==> src/hdl/gat_defs.svh <==
`ifndef GAT_DEFS_SVH
`define GAT_DEFS_SVH

// Datapath widths.
`define GAT_FEAT_W      16
`define GAT_ACC_W       32

// Graph sizes.
`define GAT_VEC_LEN     4
`define GAT_NUM_NODES   4

// Write port map. Features sit node-major below the weight base.
`define GAT_ADDR_W      5
`define GAT_WGT_BASE    16

// Debug constants.
`define GAT_PROBE_NODE  2
`define GAT_DBG_ID      32'h4741_5401

`endif

==> src/hdl/gat_compute_pkg.sv <==
`include "gat_defs.svh"

package gat_compute_pkg;

  // One feature or weight word.
  typedef logic signed [`GAT_FEAT_W-1:0] feat_t;

  // Accumulator and raw score.
  typedef logic signed [`GAT_ACC_W-1:0] acc_t;

  typedef logic [$clog2(`GAT_NUM_NODES)-1:0] node_t;

  // Saturated activation output.
  typedef logic signed [15:0] res_t;

  typedef enum logic [1:0] {
    LD_IDLE,
    LD_STREAM, // Elements go out one per cycle.
    LD_WAIT    // Hold the node until the score is back.
  } ld_state_e;

endpackage

==> src/hdl/gat_debug_pkg.sv <==
package gat_debug_pkg;

  typedef logic [31:0] dbg_word_t;

  // Sticky stage flags, msb first.
  typedef struct packed {
    logic ld_vld;
    logic ld_rdy;
    logic dmvm_vld;
    logic dmvm_rdy;
    logic act_vld;
    logic act_rdy;
    logic feat_wr;
    logic wgt_wr;
  } dbg_flags_t;

  // Debug word select.
  typedef enum logic [1:0] {
    DBG_FLAGS,
    DBG_COUNT,
    DBG_CAPTURE,
    DBG_ID
  } dbg_sel_e;

endpackage

==> src/hdl/debugger.sv <==
`timescale 1ns/100ps
`include "gat_defs.svh"

module debugger (
  input  logic                      clk,
  input  logic                      rst_n,
  input  logic                      ld_vld_i,
  input  logic                      ld_rdy_i,
  input  logic                      dmvm_vld_i,
  input  logic                      dmvm_rdy_i,
  input  logic                      act_vld_i,
  input  logic                      act_rdy_i,
  input  logic                      wr_en_i,
  input  logic                      wgt_wr_i,
  input  gat_compute_pkg::res_t     result_i,
  input  gat_compute_pkg::node_t    result_node_i,
  input  logic                      result_vld_i,
  input  gat_debug_pkg::dbg_sel_e   dbg_sel_i,
  output gat_debug_pkg::dbg_word_t  debug_o
);

  gat_debug_pkg::dbg_flags_t  flags_q;
  gat_debug_pkg::dbg_flags_t  flags_hit;
  gat_debug_pkg::dbg_word_t   count_q;
  gat_debug_pkg::dbg_word_t   capture_q;
  logic                       ld_rdy_q;
  logic                       dmvm_rdy_q;
  logic                       act_rdy_q;
  logic                       probe_hit;

  // Ready flags record a stage coming back to ready, so idle levels after reset
  // leave them clear.
  always_comb begin
    flags_hit          = '0;
    flags_hit.ld_vld   = ld_vld_i;
    flags_hit.ld_rdy   = ld_rdy_i && !ld_rdy_q;
    flags_hit.dmvm_vld = dmvm_vld_i;
    flags_hit.dmvm_rdy = dmvm_rdy_i && !dmvm_rdy_q;
    flags_hit.act_vld  = act_vld_i;
    flags_hit.act_rdy  = act_rdy_i && !act_rdy_q;
    flags_hit.feat_wr  = wr_en_i && !wgt_wr_i;
    flags_hit.wgt_wr   = wgt_wr_i;
  end

  assign probe_hit = result_vld_i &&
                     (result_node_i == gat_compute_pkg::node_t'(`GAT_PROBE_NODE));

  always_ff @(posedge clk or negedge rst_n) begin
    if (!rst_n) begin
      flags_q    <= '0;
      ld_rdy_q   <= 1'b1;
      dmvm_rdy_q <= 1'b1;
      act_rdy_q  <= 1'b1;
    end else begin
      flags_q    <= flags_q | flags_hit; // Sticky until reset.
      ld_rdy_q   <= ld_rdy_i;
      dmvm_rdy_q <= dmvm_rdy_i;
      act_rdy_q  <= act_rdy_i;
    end
  end

  always_ff @(posedge clk or negedge rst_n) begin
    if (!rst_n) begin
      count_q   <= '0;
      capture_q <= '0;
    end else begin
      if (result_vld_i) begin
        count_q <= count_q + 1'b1;
      end
      if (probe_hit) begin
        capture_q <= gat_debug_pkg::dbg_word_t'(result_i); // Sign-extended.
      end
    end
  end

  always_comb begin
    debug_o = `GAT_DBG_ID;
    case (dbg_sel_i)
      gat_debug_pkg::DBG_FLAGS:   debug_o = gat_debug_pkg::dbg_word_t'(flags_q);
      gat_debug_pkg::DBG_COUNT:   debug_o = count_q;
      gat_debug_pkg::DBG_CAPTURE: debug_o = capture_q;
      default:                    debug_o = `GAT_DBG_ID;
    endcase
  end

endmodule

==> src/hdl/dmvm_engine.sv <==
`timescale 1ns/100ps
`include "gat_defs.svh"

module dmvm_engine (
  input  logic                    clk,
  input  logic                    rst_n,
  input  gat_compute_pkg::feat_t  elem_i,
  input  logic                    elem_vld_i,
  input  logic                    elem_last_i,
  input  gat_compute_pkg::feat_t  wgt_i [`GAT_VEC_LEN],
  output gat_compute_pkg::acc_t   score_o,
  output logic                    score_vld_o,
  output logic                    rdy_o
);

  localparam int IDX_W = $clog2(`GAT_VEC_LEN);

  logic [IDX_W-1:0]       idx_q;
  logic                   active_q;
  gat_compute_pkg::acc_t  acc_q;
  gat_compute_pkg::acc_t  prod;
  gat_compute_pkg::acc_t  sum;

  assign prod = elem_i * wgt_i[idx_q]; // Signed 16x16 into 32 bits.

  always_comb begin
    if (idx_q == '0) begin
      sum = prod; // First element starts a fresh sum.
    end else begin
      sum = acc_q + prod;
    end
  end

  always_ff @(posedge clk or negedge rst_n) begin
    if (!rst_n) begin
      idx_q       <= '0;
      active_q    <= 1'b0;
      score_vld_o <= 1'b0;
    end else begin
      score_vld_o <= elem_vld_i && elem_last_i;
      if (elem_vld_i) begin
        idx_q    <= elem_last_i ? '0 : idx_q + 1'b1;
        active_q <= 1'b1;
      end else if (score_vld_o) begin
        active_q <= 1'b0;
      end
    end
  end

  always_ff @(posedge clk) begin
    if (elem_vld_i) begin
      acc_q <= sum;
    end
    if (elem_vld_i && elem_last_i) begin
      score_o <= sum;
    end
  end

  // Busy from the first element through the score pulse.
  assign rdy_o = !(active_q || elem_vld_i);

endmodule

==> src/hdl/feat_loader.sv <==
`timescale 1ns/100ps
`include "gat_defs.svh"

module feat_loader (
  input  logic                        clk,
  input  logic                        rst_n,
  input  logic                        wr_en_i,
  input  logic [`GAT_ADDR_W-1:0]      wr_addr_i,
  input  gat_compute_pkg::feat_t      wr_data_i,
  input  logic                        start_i,
  input  gat_compute_pkg::node_t      node_i,
  input  logic                        score_vld_i,
  output gat_compute_pkg::feat_t      elem_o,
  output logic                        elem_vld_o,
  output logic                        elem_last_o,
  output gat_compute_pkg::feat_t      wgt_o [`GAT_VEC_LEN],
  output gat_compute_pkg::node_t      node_o,
  output logic                        wgt_wr_o,
  output logic                        rdy_o,
  output logic                        busy_o
);

  localparam int FEAT_DEPTH = `GAT_NUM_NODES * `GAT_VEC_LEN;
  localparam int FEAT_AW    = $clog2(FEAT_DEPTH);
  localparam int IDX_W      = $clog2(`GAT_VEC_LEN);

  gat_compute_pkg::feat_t    feat_q [FEAT_DEPTH];
  gat_compute_pkg::ld_state_e state_q;
  logic [IDX_W-1:0]          idx_q;
  logic                      feat_wr;
  logic [IDX_W-1:0]          wgt_idx;

  // Address decode. Writes past the last weight are dropped.
  assign feat_wr  = wr_en_i && (wr_addr_i < `GAT_WGT_BASE);
  assign wgt_wr_o = wr_en_i && (wr_addr_i >= `GAT_WGT_BASE) &&
                    (wr_addr_i < `GAT_WGT_BASE + `GAT_VEC_LEN);
  assign wgt_idx  = IDX_W'(wr_addr_i - `GAT_WGT_BASE);

  always_ff @(posedge clk) begin
    if (feat_wr) begin
      feat_q[wr_addr_i[FEAT_AW-1:0]] <= wr_data_i;
    end
    if (wgt_wr_o) begin
      wgt_o[wgt_idx] <= wr_data_i;
    end
  end

  always_ff @(posedge clk or negedge rst_n) begin
    if (!rst_n) begin
      state_q <= gat_compute_pkg::LD_IDLE;
      idx_q   <= '0;
      node_o  <= '0;
    end else begin
      case (state_q)
        gat_compute_pkg::LD_IDLE: begin
          if (start_i) begin
            state_q <= gat_compute_pkg::LD_STREAM;
            idx_q   <= '0;
            node_o  <= node_i; // Held until the result leaves.
          end
        end
        gat_compute_pkg::LD_STREAM: begin
          idx_q <= idx_q + 1'b1;
          if (idx_q == IDX_W'(`GAT_VEC_LEN - 1)) begin
            state_q <= gat_compute_pkg::LD_WAIT;
          end
        end
        gat_compute_pkg::LD_WAIT: begin
          if (score_vld_i) begin
            state_q <= gat_compute_pkg::LD_IDLE;
          end
        end
        default: state_q <= gat_compute_pkg::LD_IDLE;
      endcase
    end
  end

  // Read straight from the register file, so late writes reach unread elements.
  assign elem_o      = feat_q[{node_o, idx_q}];
  assign elem_vld_o  = (state_q == gat_compute_pkg::LD_STREAM);
  assign elem_last_o = elem_vld_o && (idx_q == IDX_W'(`GAT_VEC_LEN - 1));

  assign rdy_o  = (state_q == gat_compute_pkg::LD_IDLE);
  assign busy_o = (state_q != gat_compute_pkg::LD_IDLE);

endmodule

==> src/hdl/gat_core_top.sv <==
`timescale 1ns/100ps
`include "gat_defs.svh"

module gat_core_top (
  input  logic                      clk,
  input  logic                      rst_n,
  input  logic                      wr_en_i,
  input  logic [`GAT_ADDR_W-1:0]    wr_addr_i,
  input  gat_compute_pkg::feat_t    wr_data_i,
  input  logic                      start_i,
  input  gat_compute_pkg::node_t    node_i,
  input  gat_debug_pkg::dbg_sel_e   dbg_sel_i,
  output gat_compute_pkg::res_t     result_o,
  output gat_compute_pkg::node_t    result_node_o,
  output logic                      result_vld_o,
  output logic                      busy_o,
  output gat_debug_pkg::dbg_word_t  debug_o
);

  gat_compute_pkg::feat_t  elem;
  logic                    elem_vld;
  logic                    elem_last;
  gat_compute_pkg::feat_t  wgt [`GAT_VEC_LEN];
  gat_compute_pkg::node_t  node;
  logic                    wgt_wr;
  logic                    ld_rdy;
  gat_compute_pkg::acc_t   score;
  logic                    score_vld;
  logic                    dmvm_rdy;
  logic                    act_rdy;

  feat_loader feat_loader_inst (
    .clk         (clk),
    .rst_n       (rst_n),
    .wr_en_i     (wr_en_i),
    .wr_addr_i   (wr_addr_i),
    .wr_data_i   (wr_data_i),
    .start_i     (start_i),
    .node_i      (node_i),
    .score_vld_i (score_vld),
    .elem_o      (elem),
    .elem_vld_o  (elem_vld),
    .elem_last_o (elem_last),
    .wgt_o       (wgt),
    .node_o      (node),
    .wgt_wr_o    (wgt_wr),
    .rdy_o       (ld_rdy),
    .busy_o      (busy_o)
  );

  dmvm_engine dmvm_engine_inst (
    .clk         (clk),
    .rst_n       (rst_n),
    .elem_i      (elem),
    .elem_vld_i  (elem_vld),
    .elem_last_i (elem_last),
    .wgt_i       (wgt),
    .score_o     (score),
    .score_vld_o (score_vld),
    .rdy_o       (dmvm_rdy)
  );

  leaky_act leaky_act_inst (
    .clk           (clk),
    .rst_n         (rst_n),
    .score_i       (score),
    .score_vld_i   (score_vld),
    .node_i        (node), // Loader holds the node until the score is back.
    .result_o      (result_o),
    .result_node_o (result_node_o),
    .result_vld_o  (result_vld_o),
    .rdy_o         (act_rdy)
  );

  debugger debugger_inst (
    .clk           (clk),
    .rst_n         (rst_n),
    .ld_vld_i      (elem_vld),
    .ld_rdy_i      (ld_rdy),
    .dmvm_vld_i    (score_vld),
    .dmvm_rdy_i    (dmvm_rdy),
    .act_vld_i     (result_vld_o),
    .act_rdy_i     (act_rdy),
    .wr_en_i       (wr_en_i),
    .wgt_wr_i      (wgt_wr),
    .result_i      (result_o),
    .result_node_i (result_node_o),
    .result_vld_i  (result_vld_o),
    .dbg_sel_i     (dbg_sel_i),
    .debug_o       (debug_o)
  );

endmodule

==> src/hdl/leaky_act.sv <==
`timescale 1ns/100ps

module leaky_act (
  input  logic                    clk,
  input  logic                    rst_n,
  input  gat_compute_pkg::acc_t   score_i,
  input  logic                    score_vld_i,
  input  gat_compute_pkg::node_t  node_i,
  output gat_compute_pkg::res_t   result_o,
  output gat_compute_pkg::node_t  result_node_o,
  output logic                    result_vld_o,
  output logic                    rdy_o
);

  localparam int RES_W = $bits(gat_compute_pkg::res_t);
  localparam gat_compute_pkg::acc_t SAT_MAX = (2 ** (RES_W - 1)) - 1;
  localparam gat_compute_pkg::acc_t SAT_MIN = -(2 ** (RES_W - 1));

  gat_compute_pkg::acc_t  act;
  gat_compute_pkg::res_t  sat;

  // Negative slope of 1/8.
  assign act = (score_i < 0) ? (score_i >>> 3) : score_i;

  always_comb begin
    if (act > SAT_MAX) begin
      sat = SAT_MAX[RES_W-1:0];
    end else if (act < SAT_MIN) begin
      sat = SAT_MIN[RES_W-1:0];
    end else begin
      sat = act[RES_W-1:0];
    end
  end

  always_ff @(posedge clk or negedge rst_n) begin
    if (!rst_n) begin
      result_vld_o <= 1'b0;
    end else begin
      result_vld_o <= score_vld_i;
    end
  end

  always_ff @(posedge clk) begin
    if (score_vld_i) begin
      result_o      <= sat;
      result_node_o <= node_i;
    end
  end

  assign rdy_o = !result_vld_o; // Only busy while the pulse is out.

endmodule

==> config.mk <==
export PLATFORM = sky130hd
export DESIGN_NAME = gat_core_top
export DESIGN_NICKNAME = d
export VERILOG_FILES = /design/src/hdl/gat_compute_pkg.sv /design/src/hdl/gat_debug_pkg.sv /design/src/hdl/debugger.sv /design/src/hdl/dmvm_engine.sv /design/src/hdl/feat_loader.sv /design/src/hdl/gat_core_top.sv /design/src/hdl/leaky_act.sv
export VERILOG_INCLUDE_DIRS = /design/src /design/src/hdl
export SDC_FILE = /design/constraint.sdc
export NUM_CORES = 1
export LEC_CHECK = 0
export ABC_AREA = 1
export BUFFER_PORTS_ARGS = -buffer_cell sky130_fd_sc_hd__buf_2
export CORE_MARGIN = 4
export CORE_UTILIZATION = 45
export CTS_CLUSTER_DIAMETER = 80
export DETAILED_ROUTE_END_ITERATION = 10
export SLEW_MARGIN = 15
export SYNTH_ARGS = -nofsm -noshare
export SYNTH_HDL_FRONTEND = slang
export SYNTH_HIERARCHICAL = 1
export SYNTH_SLANG_ARGS = --single-unit
==> constraint.sdc <==
create_clock -name clk -period 17.1 [get_ports clk]
set_input_delay 3.42 -clock clk [delete_from_list [all_inputs] [get_ports clk]]
set_output_delay 3.42 -clock clk [all_outputs]
set_load 0.03 [all_outputs]
==> metrics <==
outcome finished clean; Reg2Reg Depth 32; commonest non-fill, non-tap cells in the layout 1079 x nand2_1, 746 x inv_1, 402 x edfxtp_1, 343 x nand3_1, 304 x nor2_1; # rows around 100; clk_lat worst skew approximately 0.6 ns; Ports 81; Syn Area/Cell between 8 and 9 um2; share of layout cells above drive strength 1 7.03%; TNS Setup 0 ns; Routed Antenna Nets 0; Yosys top cell by area edfxtp_1; Least-Margin Pin Slew 1.23 ns; Worst setup startpoint feat_loader_inst/node_o[1]$_DFFE_PN0P_; antenna cells 0; TritonCTS Sinks around 470; Buffers on Ports 80; htree depth 2; CTS tree done; half-perimeter wire length after placement roughly 65000 um; ranking of synthesized cells by area edfxtp_1 36%, fa_1 16%, nand2_1 12%; # DRC 0; Die W 280 um; area of the die between 70000 and 80000 um2; fin crit period between 10 and 15 ns; WP data arrival between 10 and 15 ns; Initial DRC Count 1833; Required @ worst endpoint roughly 17 ns; routed wire length about 87000 um; flop2flop setup slack 6.96 ns; CP max-delay cell dfrtp_1; Seq cells post-synth approximately 470; Setup Viol. Count Final 0; vias in the first global route around 25000; largest net degree at the start of global routing 73; most common cell after layout, fill and taps aside nand2_1; crit end category register; Clock Path Buffers 3; top-area cell type share of the netlist area around 36%; Num CTS Buffers 52; grt total ovfl 0; Syn Inst Count 3811; Fin Clk Skew roughly 0.024 ns; Slew Limit Fails 0; Resize count post-CTS 0; GRT Total Usage between 20% and 30%; first-pass GRT wire length 138000 um; ys async rst share roughly 15%; Final nets between 4000 and 5000; hold_buf cts 0; hold_sp dmvm_engine_inst/active_q$_DFFE_PN0P_; crit-path max FO 18; Slew headroom roughly 18%; Post-synth EDFFs between 400 and 500; Worst-path clk slew around 0.06 ns; max cap viols 0; routed vias 24500; routed len/inst 17.9 um; Netlist cell types a little under 50; Initial Utilization a little under half; fmax a little under 100 MHz; GPL Wtd Cong a little over 0.9; HP Class register to register; First-pass DRT Iterations 6; ys flop type edfxtp_1; Final Hold Fails 0; r2r endpoint dmvm_engine_inst/score_o[28]$_DFFE_PP_; worst flop-to-flop path startpoint feat_loader_inst/node_o[1]$_DFFE_PN0P_; Ys Warns 6; initial antenna violation count 1; most used cell along the critical path nand2_1; Root Buffer clkbuf_16; synthesis-to-layout area growth 8.86%; RSZ-0062 raised after global routing false; crit share post-route between 50% and 60%; chip height 280 um; # Post-CTS Setup Buffers 0; crit path to dmvm_engine_inst/score_o[28]$_DFFE_PP_; synthesized area between 30000 and 40000 um2; syn nets roughly 4200; startpoint type of the worst setup path register; CP peak stage delay 0.98 ns; Vias/cell between 5 and 6; sequential share of the synthesized area 41.6%; critical path type register to register; core box area between 70000 and 80000 um2
how the worst min path moves through the flow:
stage	slack, ns	cells after the start	end
after floorplan	0.36	1	debugger_inst/dmvm_rdy_q$_DFF_PN1_
after global placement	0.37	1	debugger_inst/dmvm_rdy_q$_DFF_PN1_
after detailed placement	0.37	1	debugger_inst/dmvm_rdy_q$_DFF_PN1_
after CTS	0.38	1	debugger_inst/dmvm_rdy_q$_DFF_PN1_
after global routing	0.39	1	debugger_inst/dmvm_rdy_q$_DFF_PN1_
final	0.38	1	debugger_inst/dmvm_rdy_q$_DFF_PN1_
Yosys cell counts (5+ instances only):
library cell	number
edfxtp_1	402
xor2_1	32
a21oi_1	68
clkinv_1	9
fa_1	263
nor2_2	7
nand4_1	29
buf_1	17
o211ai_1	5
inv_2	6
buf_4	11
o21ai_0	58
clkbuf_1	23
mux2_2	15
xnor2_1	12
o21bai_1	17
nor4_1	5
nor2_1	321
nand3b_1	10
ha_1	118
dfrtp_1	67
buf_2	60
and2_1	10
inv_1	747
nand2_1	1079
nor3_1	11
nand3_1	343
or2_2	13
o21ai_1	6
nand2_2	13
critical path: cells and delay by family (launching register included):
| family | cells | cell delay [ns] |
|---|---|---|
| adder cells (fa/ha/maj) | 8 | 3.97 |
| AND/OR/NAND/NOR | 18 | 2.74 |
| flip-flops | 1 | 0.98 |
| buffers and inverters | 5 | 1.94 |
| AO/OA/AOI/OAI | 1 | 0.23 |
logic make-up after synthesis:
group | after synthesis | synth area share, %
compound gates | 166 | 2.76
xor+xnor | 45 | 1.21
fa+ha+maj | 381 | 20.3
buf+inv | 873 | 10.2
flops | 472 | 41.6
mux | 15 | 0.508
simple gates | 1859 | 23.4
flip-flops by register name (all words and copies together) (netlist names), 2 cells and up:
register,count
feat_loader_inst/feat_q,256
feat_loader_inst/wgt_o,64
debugger_inst/count_q,32
dmvm_engine_inst/acc_q,32
dmvm_engine_inst/score_o,32
debugger_inst/capture_q,16
leaky_act_inst/result_o,16
debugger_inst/flags_q,8
dmvm_engine_inst/idx_q,2
feat_loader_inst/idx_q,2
feat_loader_inst/node_o,2
feat_loader_inst/state_q,2
leaky_act_inst/result_node_o,2
metrics by stage:
step           instances  cell area [um2]  setup WS, ns  utilization (%)  hold WS [ns]
6_report            4859            36200          6.96             49.5         0.381
5_1_grt             4859            36200          6.27             49.5         0.391
4_1_cts             4859            36200          7.00             49.5         0.380
3_5_place_dp        4765            34600          6.99             47.3         0.370
3_3_place_gp        4765            34600          7.02             47.3         0.366
2_1_floorplan       3811            33200          9.15                -         0.360
routing by layer:
metal	track usage (%)	wire, um
met1	30.9	39200
met5	0	13
met4	6.09	2540
met2	38.2	41000
met3	2.22	4040
final cells by class:
type	count	area [um2]
inverter	762	2860
clock inverter	33	265
fill	6975	36900
clock buffer	61	1340
timing repair buffer	106	598
multi-input combinational	2466	16100
tap	959	1200
sequential	472	13800
Power is not shown: default switching activity piles up to over one toggle a cycle in this logic, so the estimate is an artifact.
